$ cat src/hw/playfieldPkg.sv
package playfieldPkg;

	// ------------------------------
	// Screen geometry
	// ------------------------------
	typedef logic [9:0]  coordT;   // Pixel column or row on screen
	typedef logic [20:0] worldT;   // Scroll offset into the level

	// Collision limits around the sprite, refreshed every frame
	typedef struct packed
	{
		coordT ceiling;     // Lowest free row above
		coordT floor;       // Highest free row below
		coordT wallLeft;    // Nearest blocked column on the left
		coordT wallRight;   // Nearest blocked column on the right
	} limitsT;

	// ------------------------------
	// Constants
	// ------------------------------

	// Sprite is 16x16, so it reaches 15 pixels past its top-left corner
	localparam coordT spriteSpan = 10'd15;

	localparam coordT scrollLine   = 10'd320;   // Column where the world starts to scroll
	localparam coordT scrollMargin = 10'd30;    // Look-ahead to the right wall

endpackage

$ cat src/hw/motionPkg.sv
package motionPkg;

	// ------------------------------
	// Velocity types
	// ------------------------------
	typedef logic [5:0] speedT;   // Pixels per frame

	// Sign and magnitude on one axis
	typedef struct packed
	{
		logic  neg;   // Left on X, up on Y
		speedT mag;
	} axisVelT;

	typedef struct packed
	{
		axisVelT vel;
		logic    started;   // Set by the first right key
	} runT;

	// ------------------------------
	// Keyboard and jump constants
	// ------------------------------
	localparam logic [7:0] keyLeft  = 8'h04;   // A
	localparam logic [7:0] keyRight = 8'h07;   // D
	localparam logic [7:0] keyJump  = 8'h1A;   // W

	localparam logic [5:0] jumpLength     = 6'd63;   // Frames in one arc
	localparam speedT      jumpFall       = 6'd4;    // Gravity acting during the arc
	localparam logic [5:0] riseStepFrames = 6'd6;    // Rise drops by 1 this often

	// Vertical FSM
	typedef enum logic
	{
		freeFall,
		jumpRise
	} verticalModeT;

endpackage

$ cat src/hw/runControl.sv
`timescale 1ns/100ps

module runControl import motionPkg::*;
#(
	parameter speedT runSpeed = 6'd2
)
(
	input  logic       Reset,       // Frame clock
	input  logic       frame_clk,   // Async reset, active high
	input  logic [7:0] keycode,
	output runT        run
);

	// ------------------------------
	// Horizontal velocity register
	// ------------------------------
	always_ff @(posedge Reset or posedge frame_clk)
	begin
		if (frame_clk)
			run <= '0;   // Standing, play not started
		else
		begin
			case (keycode)
				keyLeft:
				begin
					run.vel.neg <= 1'b1;
					run.vel.mag <= runSpeed;
				end
				keyRight:
				begin
					run.vel.neg <= 1'b0;
					run.vel.mag <= runSpeed;
					run.started <= 1'b1;   // Sticky until reset
				end
				default:
				begin
					run.vel.neg <= 1'b0;   // Any other key stands still
					run.vel.mag <= '0;
				end
			endcase
		end
	end

	// Speed is all or nothing, the position clamps rely on it
	runSpeedA: assert property (@(posedge Reset) disable iff (frame_clk)
		run.vel.mag == '0 || run.vel.mag == runSpeed)
		else $error("run magnitude %0d is not 0 or runSpeed", run.vel.mag);

endmodule

$ cat src/hw/jumpControl.sv
`timescale 1ns/100ps

module jumpControl import motionPkg::*;
#(
	parameter speedT fallSpeed = 6'd3,
	parameter speedT jumpRise  = 6'd9   // Hides the enum label, see motionPkg::jumpRise
)
(
	input  logic       Reset,       // Frame clock
	input  logic       frame_clk,   // Async reset
	input  logic [7:0] keycode,
	output axisVelT    fall
);

	verticalModeT mode, nextMode;
	logic [5:0]   jumpCnt, nextCnt;   // Frames left in the arc
	speedT        rise, nextRise;     // Upward push, decays over the arc
	axisVelT      nextFall;

	// ------------------------------
	// Next state
	// ------------------------------
	always_comb
	begin
		nextMode = mode;
		nextCnt  = jumpCnt;
		nextRise = rise;
		case (mode)
			freeFall:
				if (keycode == keyJump)   // Jump only from free fall
				begin
					nextMode = motionPkg::jumpRise;
					nextCnt  = jumpLength;
					nextRise = jumpRise;
				end
			default:   // In the arc, keys ignored
			begin
				nextCnt = jumpCnt - 6'd1;
				if ((nextCnt % riseStepFrames) == 6'd0 && rise != '0)
					nextRise = rise - 6'd1;
				if (nextCnt == 6'd0)
					nextMode = freeFall;   // Arc done
			end
		endcase
	end

	// Net vertical speed as sign and magnitude
	always_comb
	begin
		if (mode == freeFall && keycode != keyJump)
		begin
			nextFall.neg = 1'b0;   // Plain gravity
			nextFall.mag = fallSpeed;
		end
		else if (nextRise > jumpFall)
		begin
			nextFall.neg = 1'b1;   // Still going up
			nextFall.mag = nextRise - jumpFall;
		end
		else
		begin
			nextFall.neg = 1'b0;
			nextFall.mag = jumpFall - nextRise;
		end
	end

	// ------------------------------
	// State registers
	// ------------------------------
	always_ff @(posedge Reset or posedge frame_clk)
	begin
		if (frame_clk)
		begin
			mode    <= freeFall;
			jumpCnt <= '0;
			rise    <= '0;
			fall    <= '0;
		end
		else
		begin
			mode    <= nextMode;
			jumpCnt <= nextCnt;
			rise    <= nextRise;
			fall    <= nextFall;
		end
	end

	// Counter is parked at zero between arcs
	idleCntA: assert property (@(posedge Reset) disable iff (frame_clk)
		mode == freeFall |-> jumpCnt == '0);
	riseMaxA: assert property (@(posedge Reset) disable iff (frame_clk) rise <= jumpRise);

endmodule

$ cat src/hw/positionUpdate.sv
`timescale 1ns/100ps

module positionUpdate import playfieldPkg::*, motionPkg::*;
#(
	parameter coordT startX = 10'd50,
	parameter coordT startY = 10'd300
)
(
	input  logic    Reset,       // Frame clock
	input  logic    frame_clk,   // Async reset
	input  runT     run,
	input  axisVelT fall,
	input  limitsT  limits,
	output coordT   posX,        // Sprite top-left corner
	output coordT   posY,
	output worldT   worldX       // Scroll offset
);

	// Edge sums one bit wider so nothing wraps
	logic [10:0] upReach;       // ceiling + m, Y-m below ceiling when Y is under this
	logic [10:0] downReach;     // Bottom edge after the move
	logic [10:0] rightReach;    // Right edge after the move
	logic [10:0] leftReach;     // wallLeft + m
	logic [10:0] scrollReach;   // Look-ahead edge for scrolling
	logic        walkX;         // Sprite moves itself, no scroll
	coordT       nextX, nextY;
	worldT       nextWorld;

	assign upReach     = 11'(limits.ceiling) + 11'(fall.mag);
	assign downReach   = 11'(posY) + 11'(fall.mag) + 11'(spriteSpan);
	assign rightReach  = 11'(posX) + 11'(run.vel.mag) + 11'(spriteSpan);
	assign leftReach   = 11'(limits.wallLeft) + 11'(run.vel.mag);
	assign scrollReach = 11'(posX) + 11'(run.vel.mag) + 11'(scrollMargin);
	assign walkX       = (posX < scrollLine) || run.vel.neg;

	// ------------------------------
	// Vertical move
	// ------------------------------
	always_comb
	begin
		if (fall.neg)
		begin
			if (11'(posY) < upReach)
				nextY = limits.ceiling + 10'd1;   // Head hits the ceiling
			else
				nextY = posY - 10'(fall.mag);
		end
		else if (downReach > 11'(limits.floor))
			nextY = limits.floor - 10'd1 - spriteSpan;   // Land on the floor
		else
			nextY = posY + 10'(fall.mag);
	end

	// ------------------------------
	// Horizontal move and scroll
	// ------------------------------
	always_comb
	begin
		nextX     = posX;
		nextWorld = worldX;
		if (walkX)
		begin
			if (!run.vel.neg)
			begin
				if (rightReach > 11'(limits.wallRight))
					nextX = limits.wallRight - 10'd1 - spriteSpan;
				else
					nextX = posX + 10'(run.vel.mag);
			end
			else if (11'(posX) < leftReach)
				nextX = limits.wallLeft + 10'd1;
			else
				nextX = posX - 10'(run.vel.mag);
		end
		else
		begin
			nextX = scrollLine;   // Pinned, the world moves instead
			if (run.vel.mag != '0 && scrollReach <= 11'(limits.wallRight))
				nextWorld = worldX + 21'd1;
		end
	end

	always_ff @(posedge Reset or posedge frame_clk)
	begin
		if (frame_clk)
		begin
			posX   <= startX;
			posY   <= startY;
			worldX <= '0;
		end
		else if (run.started)   // Frozen until the first right key
		begin
			posX   <= nextX;
			posY   <= nextY;
			worldX <= nextWorld;
		end
	end

	// Overshoot past the scroll line is pulled back on the next frame
	scrollPinA: assert property (@(posedge Reset) disable iff (frame_clk)
		run.started && posX >= scrollLine && !run.vel.neg |=> posX == scrollLine);

endmodule

$ cat src/hw/marioMotion.sv
`timescale 1ns/100ps

module marioMotion import playfieldPkg::*, motionPkg::*;
#(
	parameter speedT runSpeed  = 6'd2,
	parameter speedT fallSpeed = 6'd3,
	parameter speedT jumpRise  = 6'd9,   // Peak upward push of a jump
	parameter coordT startX    = 10'd50,
	parameter coordT startY    = 10'd300
)
(
	input  logic       Reset,       // Frame clock, one edge per frame
	input  logic       frame_clk,   // Async reset, active high
	input  logic [7:0] keycode,
	input  limitsT     limits,
	output coordT      posX,
	output coordT      posY,
	output worldT      worldX
);

	runT     run;    // Horizontal velocity and start latch
	axisVelT fall;   // Vertical velocity

	// ------------------------------
	// Velocity stage
	// ------------------------------
	runControl #(.runSpeed(runSpeed)) runControl_i
	(
		.Reset(Reset), .frame_clk(frame_clk), .keycode(keycode), .run(run)
	);

	jumpControl #(.fallSpeed(fallSpeed), .jumpRise(jumpRise)) jumpControl_i
	(
		.Reset(Reset), .frame_clk(frame_clk), .keycode(keycode), .fall(fall)
	);

	// Position stage, one frame behind the velocities
	positionUpdate #(.startX(startX), .startY(startY)) positionUpdate_i
	(
		.Reset(Reset), .frame_clk(frame_clk), .run(run), .fall(fall), .limits(limits),
		.posX(posX), .posY(posY), .worldX(worldX)
	);

endmodule

$ cat config.mk
export PLATFORM = sky130hd
export DESIGN_NAME = marioMotion
export DESIGN_NICKNAME = d
export VERILOG_FILES = /design/src/hw/playfieldPkg.sv /design/src/hw/motionPkg.sv /design/src/hw/runControl.sv /design/src/hw/jumpControl.sv /design/src/hw/positionUpdate.sv /design/src/hw/marioMotion.sv
export SDC_FILE = /design/constraint.sdc
export NUM_CORES = 1
export LEC_CHECK = 0
export BUFFER_PORTS_ARGS = -buffer_cell sky130_fd_sc_hd__buf_2
export CORE_ASPECT_RATIO = 0.9
export CORE_MARGIN = 3
export CORE_UTILIZATION = 65
export CTS_CLUSTER_DIAMETER = 40
export DETAILED_ROUTE_END_ITERATION = 8
export HOLD_SLACK_MARGIN = 0.06
export PLACE_DENSITY = 0.88
export SLEW_MARGIN = 0
export SYNTH_ARGS = -nofsm -noshare
export SYNTH_HDL_FRONTEND = slang
export SYNTH_SLANG_ARGS = --single-unit
$ cat constraint.sdc
create_clock -name Reset -period 7.5 [get_ports Reset]
set_input_delay 2.25 -clock Reset [delete_from_list [all_inputs] [get_ports Reset]]
set_output_delay 2.25 -clock Reset [all_outputs]
set_load 0.1 [all_outputs]
==> flow_summary.ini, run 1 <==
[pwr]
power_w = 0.002941
peakVddDrop_v = 0.0003130
power_leakage_nw = 3.826
power.density_nw_per_um2 = 356.1

[floorplanning]
num_io_pins = 91
start_util_pct = 67.56
core_area_um2 = 10950
die_x_um = 118.4
die_y_um = 107.2
num_rows = 36
die_area_um2 = 12690

[yosys]
synth_edf_count = 0
seq_area_frac_synth_pct = 21.78
syn_inst = 863
synth_area_leaders = dfrtp_1 19%, ha_1 16%, xnor2_1 8.6%
synthArstFlopShare_pct = 100.0
syn-cell-area_um2 = 7395
syn_area_per_cell_um2 = 8.568
ys_seq_elements = 64
yosys-top-cells-count = 96 x ha_1, 73 x xnor2_1, 65 x inv_1
synthesis.nets = 1014
synth_cell_types = 81
synth_top_area_cell = dfrtp_1
yosysMostFrequentCell = ha_1
yosysWarnings = 0
synth-main-ff-cell = dfrtp_1
yosys.area.top_type_share_pct = 19.29

[cts]
clock_latency_ps = 330
ctsRootBufferMaster = clkbuf_16
postCtsHoldBufs = 0
cts_tree = built
clk_path_buf_depth = 2
cts_resized = 0
cts_setup_buffers = 0
cts.sinks = 64
htree_levels = 3
clkTransAtPathRegs_ps = 50
cts_buffers = 9

[cells_and_area]
diodes = 0
final_layout_size_suffix_gt1_share_pct = 15.90
area_delta_synth_final_pct = 11.68
nets = 1083
finish.utilization_pct = 75.45

[placement]
dp_hpwl_um = 13500
gp_congestion = 0.9785
port_buffers = 90

[timing]
rsz0062_at_grt = false
period_minus_slack_ps = 5465
clock_skew_ps = 6.241
hold_ws_ps = 471.4
slew_headroom_pct = 22.12
setup_tns_ps = 0
tightest_slew_ps = 1160
post-route-period-util_pct = 72.86
fmax_ghz = 0.1830
setup_viol = 0
final_hold_viol_count = 0
slew_viol_final = 0

[global_routing]
grt.overflow.total = 0
grt_pass1_wl_um = 30060
grt_max_degree = 65
first_global_vias = 6304
grt.total_usage_pct = 28.37
antenna_found_initial = 0

[critical_path]
crit_required_ps = 7740
timing.reg2reg.setup_slack_ps = 2040
crit_path_end_kind = flip-flop
crit_arrival_ps = 5710
cp_max_fo = 13
critPathLaunchType = flip-flop
critPathKind = reg -> reg

[drt]
vias_per_cell = 6.148
ant_nets = 0
drcViolationCount = 0
avgRoutedWirePerCell_um = 16.59
drt_pass1_iterations = 5
vias = 6695
routed_wl_um = 18070
drtIter0Drc = 654

[hold_path]
holdCritPathClass = reg -> reg

[status]
status = complete, no violations

[flow_run]
maxCapViolCount = 0
-- path summary, 6_finish.rpt --
path	startpoint	to	cells past startpoint
setup / recovery	jumpControl_i.jumpCnt[0]	jumpControl_i.fall[2]	20
hold / removal	positionUpdate_i.worldX[20]	positionUpdate_i.worldX[20]	1
setup reg to reg	jumpControl_i.jumpCnt[0]	jumpControl_i.fall[2]	20
hold reg to reg	positionUpdate_i.worldX[20]	positionUpdate_i.worldX[20]	1
max in group asynchronous	frame_clk	positionUpdate_i.posX[6]	3
min in group asynchronous	frame_clk	positionUpdate_i.posX[0]	3
-- layout by cell type, fill, tap and decap left out, drive strengths merged, types with 6 or more instances in the layout --
master / Yosys / routed
mux2i: 29 / 29
inv: 66 / 66
a31oi: 9 / 9
nand2b: 9 / 9
a21oi: 43 / 43
or3: 6 / 6
nor3: 16 / 16
nor2b: 12 / 12
o22ai: 6 / 6
and3: 23 / 23
nand3: 44 / 44
dfrtp: 57 / 57
dfstp: 7 / 7
xor2: 39 / 39
nand2: 41 / 41
a221oi: 7 / 7
xnor2: 73 / 73
ha: 96 / 96
o211ai: 9 / 9
o21ai: 32 / 32
o21a: 14 / 14
clkbuf: 26 / 11
o21bai: 10 / 10
nor2: 57 / 57
nand4: 15 / 15
a211oi: 8 / 8
a21o: 14 / 14
buf: 12 / 96
-- worst max-delay path: stages (launching register included) --
cell	delay [ps]
dfrtp_1	520
inv_1	110
ha_1	380
xnor2_1	360
o211ai_1	120
or3_1	380
o21ai_0	190
ha_1	290
or3_1	370
a211oi_2	220
a2111oi_4	120
or4_1	610
a31oi_4	290
inv_1	90
ha_1	260
nand4_1	110
nor3_1	80
a311oi_4	370
o21ai_2	100
and2_4	180
a211oi_2	210
-- stage by stage --
| step | setup slack [ps] | area (µm²) | cells |
|---|---|---|---|
| after floorplan | 2053 | 7395 | 863 |
| after global placement | 2010 | 7911 | 1073 |
| after detailed placement | 1884 | 7911 | 1073 |
| after CTS | 2072 | 8258 | 1089 |
| after global routing | 1691 | 8258 | 1089 |
| final | 2035 | 8258 | 1089 |
-- area by class of cell --
class,instances,area (µm²)
repair buffers,96,495.5
fillers,801,2688
clock buffers,11,242.7
multi-input cells,693,5360
flip-flops and latches,64,1610
clock inverters,5,103.9
inverters,68,255.2
well taps,152,190.2
-- cell families (layout without fill, tap and decap cells) --
family / count (synthesis) / in the layout / synth area share, %
muxes: 34 / 34 / 4.738
xor gates and xnor gates: 112 / 112 / 13.27
adders and majority gates: 101 / 101 / 17.60
AOI/OAI and AO/OA: 186 / 186 / 18.02
DFF: 64 / 64 / 21.78
buffers and inverters: 106 / 180 / 5.820
and+or+nand+nor: 260 / 260 / 18.78
-- routing by layer --
| metal | global-route usage (%) | wire length, µm |
|---|---|---|
| met2 | 45.94 | 8227 |
| met5 | 0 | 0 |
| met4 | 5.790 | 274 |
| met1 | 40.11 | 8444 |
| met3 | 5.063 | 1119 |
-- flip-flops by register name, summed over array words and instances (netlist names) --
name and flops:
positionUpdate_i.worldX 21, positionUpdate_i.posX 10, positionUpdate_i.posY 10, jumpControl_i.fall 7, jumpControl_i.jumpCnt 6, jumpControl_i.rise 6, runControl_i.run 3, jumpControl_i.mode 1
-- report_power, final --
group          internal (W)  total (W)  switching, W  leakage (nW)
registers          0.000425   0.000584      0.000159         0.790
logic              0.000742    0.00187       0.00113          2.87
clock network      0.000334   0.000489      0.000155         0.170
total               0.00150    0.00294       0.00144          3.83
Note: power is estimated with default switching activity, not from simulation.
==> inputs of run 2 (changes only) <==
--- a/config.mk
+++ b/config.mk
@@ -5,14 +5,15 @@
 export SDC_FILE = /design/constraint.sdc
 export NUM_CORES = 1
 export LEC_CHECK = 0
+export ABC_AREA = 1
 export BUFFER_PORTS_ARGS = -buffer_cell sky130_fd_sc_hd__buf_2
 export CORE_ASPECT_RATIO = 0.9
 export CORE_MARGIN = 3
-export CORE_UTILIZATION = 65
+export CORE_UTILIZATION = 54
 export CTS_CLUSTER_DIAMETER = 40
 export DETAILED_ROUTE_END_ITERATION = 8
 export HOLD_SLACK_MARGIN = 0.06
-export PLACE_DENSITY = 0.88
+export PLACE_DENSITY = 0.78
 export SLEW_MARGIN = 0
 export SYNTH_ARGS = -nofsm -noshare
 export SYNTH_HDL_FRONTEND = slang
==> constraint.sdc (replaced) <==
create_clock -name Reset -period 5 [get_ports Reset]
set_input_delay 1.5 -clock Reset [delete_from_list [all_inputs] [get_ports Reset]]
set_output_delay 1.5 -clock Reset [all_outputs]
set_load 0.1 [all_outputs]
==> flow_summary.ini, run 2 <==
[status]
status = complete, no violations

[drt]
drcViolationCount = 0
routed_wl_um = 18050
drt_pass1_iterations = 5
vias_per_cell = 5.472
vias = 6916
drtIter0Drc = 414
avgRoutedWirePerCell_um = 14.28
ant_nets = 0

[cells_and_area]
final_cell_mix = 176 x nand2_1, 153 x inv_1, 96 x ha_1
fin_area_um2 = 8147
nFillCells = 1179
diodes = 0
largest_register_ffs = 21
layout_commonest_cell = nand2_1
largest_registers = positionUpdate_i.worldX x21, positionUpdate_i.posX x10, positionUpdate_i.posY x10
nets = 1246
final_layout_size_suffix_gt1_share_pct = 13.18
area_delta_synth_final_pct = 12.82
top_register = positionUpdate_i.worldX

[yosys]
synth_top_area_cell = dfrtp_1
syn_inst = 1008
synth_cell_types = 49
synth-main-ff-cell = dfrtp_1
syn_area_per_cell_um2 = 7.163
ys_seq_elements = 64
seq_area_frac_synth_pct = 22.30
yosys.area.top_type_share_pct = 19.75
syn-cell-area_um2 = 7221
synth_area_leaders = dfrtp_1 20%, ha_1 17%, xor2_1 9.5%
yosys-top-cells-count = 176 x nand2_1, 154 x inv_1, 96 x ha_1
synthArstFlopShare_pct = 100.0
yosysWarnings = 0
synth_edf_count = 0
synthesis.nets = 1159
yosysMostFrequentCell = nand2_1

[pwr]
power.density_nw_per_um2 = 532.9
peakVddDrop_v = 0.0003144
power_leakage_nw = 4.282

[critical_path]
critPathKind = reg -> reg
crit_path_end_kind = flip-flop
r2r-end = positionUpdate_i.posY[5]
crit_required_ps = 5250
crit_arrival_ps = 4770
startpoint = positionUpdate_i.posY[3]
r2r_start = positionUpdate_i.posY[3]
reg2regPathDepth = 23
cp_max_fo = 16
timing.reg2reg.setup_slack_ps = 480
critPathLaunchType = flip-flop

[global_routing]
grt_pass1_wl_um = 30350
grt.total_usage_pct = 24.84
first_global_vias = 6455
grt_max_degree = 38
grt.overflow.total = 0
antenna_found_initial = 0

[cts]
cts_resized = 0
clk_path_buf_depth = 2
clkTransAtPathRegs_ps = 60
clock_latency_ps = 340
postCtsHoldBufs = 0
cts_setup_buffers = 0
cts_buffers = 9
htree_levels = 3
cts_tree = built
ctsRootBufferMaster = clkbuf_16
cts.sinks = 64

[timing]
setup_tns_ps = 0
slew_headroom_pct = 35.39
slew_viol_final = 0
period_minus_slack_ps = 4521
rsz0062_at_grt = false
fmax_ghz = 0.2212
setup_viol = 0
clock_skew_ps = 7.161
post-route-period-util_pct = 90.41
tightest_slew_ps = 969.2
final_hold_viol_count = 0

[hold_path]
worstHoldPathCells = 1
holdCritPathClass = reg -> reg
min_delay_worst_endpoint = positionUpdate_i.worldX[20]
hold_start = positionUpdate_i.worldX[20]

[placement]
postPlaceCellArea_um2 = 7819
gp_congestion = 0.9058
dp_hpwl_um = 14400
port_buffers = 90

[floorplanning]
core_area_um2 = 12880
num_rows = 39
num_io_pins = 91
start_util_pct = 56.05
die_x_um = 127.9
die_area_um2 = 14800
die_y_um = 115.7

[flow_run]
maxCapViolCount = 0
-- run 2: through the flow --
stage / util [%] / power [W] / setup slack [ps] / hold WS [ps] / std cells
6_report: 63.24 / 0.004341 / 479.4 / 463.2 / 1264
5_1_grt: 63.24 / 0.004756 / 83.24 / 468.5 / 1264
4_1_cts: 63.24 / 0.004327 / 518.1 / 464.3 / 1264
3_5_place_dp: 60.69 / 0.003601 / 202.5 / 454.6 / 1248
3_3_place_gp: 60.69 / 0.003530 / 303.0 / 469.4 / 1248
2_1_floorplan: - / 0.003035 / 749.5 / 493.6 / 1008
-- run 2: worst max-delay path by stage --
stage / endpoint / cells past startpoint
CTS: positionUpdate_i.worldX[8] / 22
global placement: positionUpdate_i.posY[0] / 20
finish: positionUpdate_i.posY[5] / 23
global route: positionUpdate_i.posY[5] / 23
floorplan: positionUpdate_i.posY[2] / 19
detailed placement: positionUpdate_i.posY[0] / 20
-- run 2: metal layers --
metal  share of wire (%)  wire, µm  up-vias  GRT usage, %
li1                    -         -     3530             -
met1                  49      8783     3166         36.97
met2                  44      7912      201         39.08
met3                 6.4      1147       19         3.272
met4                 1.1       205        0         4.738
met5                   0         0        -             0
-- run 2: area by class of cell --
cell class	instances	area, µm²	share of cell area (%)
clock buffer	9	225.2	2.765
clock inverter	7	102.6	1.259
inverter	160	600.6	7.372
multi-input combinational	768	4937	60.61
sequential	64	1610	19.77
tap	164	205.2	2.519
timing repair buffer	92	465.4	5.713
-- run 2: logic make-up (layout without fill, tap and decap cells) --
family          after synthesis  after routing  synth area share [%]
fa+ha+maj                   101            101                 18.02
flops                        64             64                 22.30
buf+inv                     176            268                 9.322
compound gates              184            184                 14.71
simple gates                386            386                 23.88
xor+xnor                     97             97                 11.77
-- run 2: critical path, stage by stage (launching register included) --
cell and delay, ps:
dfstp_2 590, inv_1 70, ha_1 390, inv_1 140
ha_1 370, nand3_1 90, nand2_1 100, a21o_1 120
a21oi_1 60, or2_2 290, a21oi_1 210, xor2_1 180
inv_1 60, ha_1 270, nand2_1 40, inv_1 70
nand3_1 80, o31ai_1 260, nand2_1 360, inv_1 260
nand2_1 70, o211ai_1 90, nand2_1 90, o21ai_0 190
-- run 2: report_power, final --
group | internal (W) | leakage (nW) | switching [W] | total (W)
clock | 0.000442 | 0.157 | 0.000263 | 0.000705
combinational | 0.000950 | 3.35 | 0.00186 | 0.00281
sequential | 0.000647 | 0.772 | 0.000180 | 0.000827
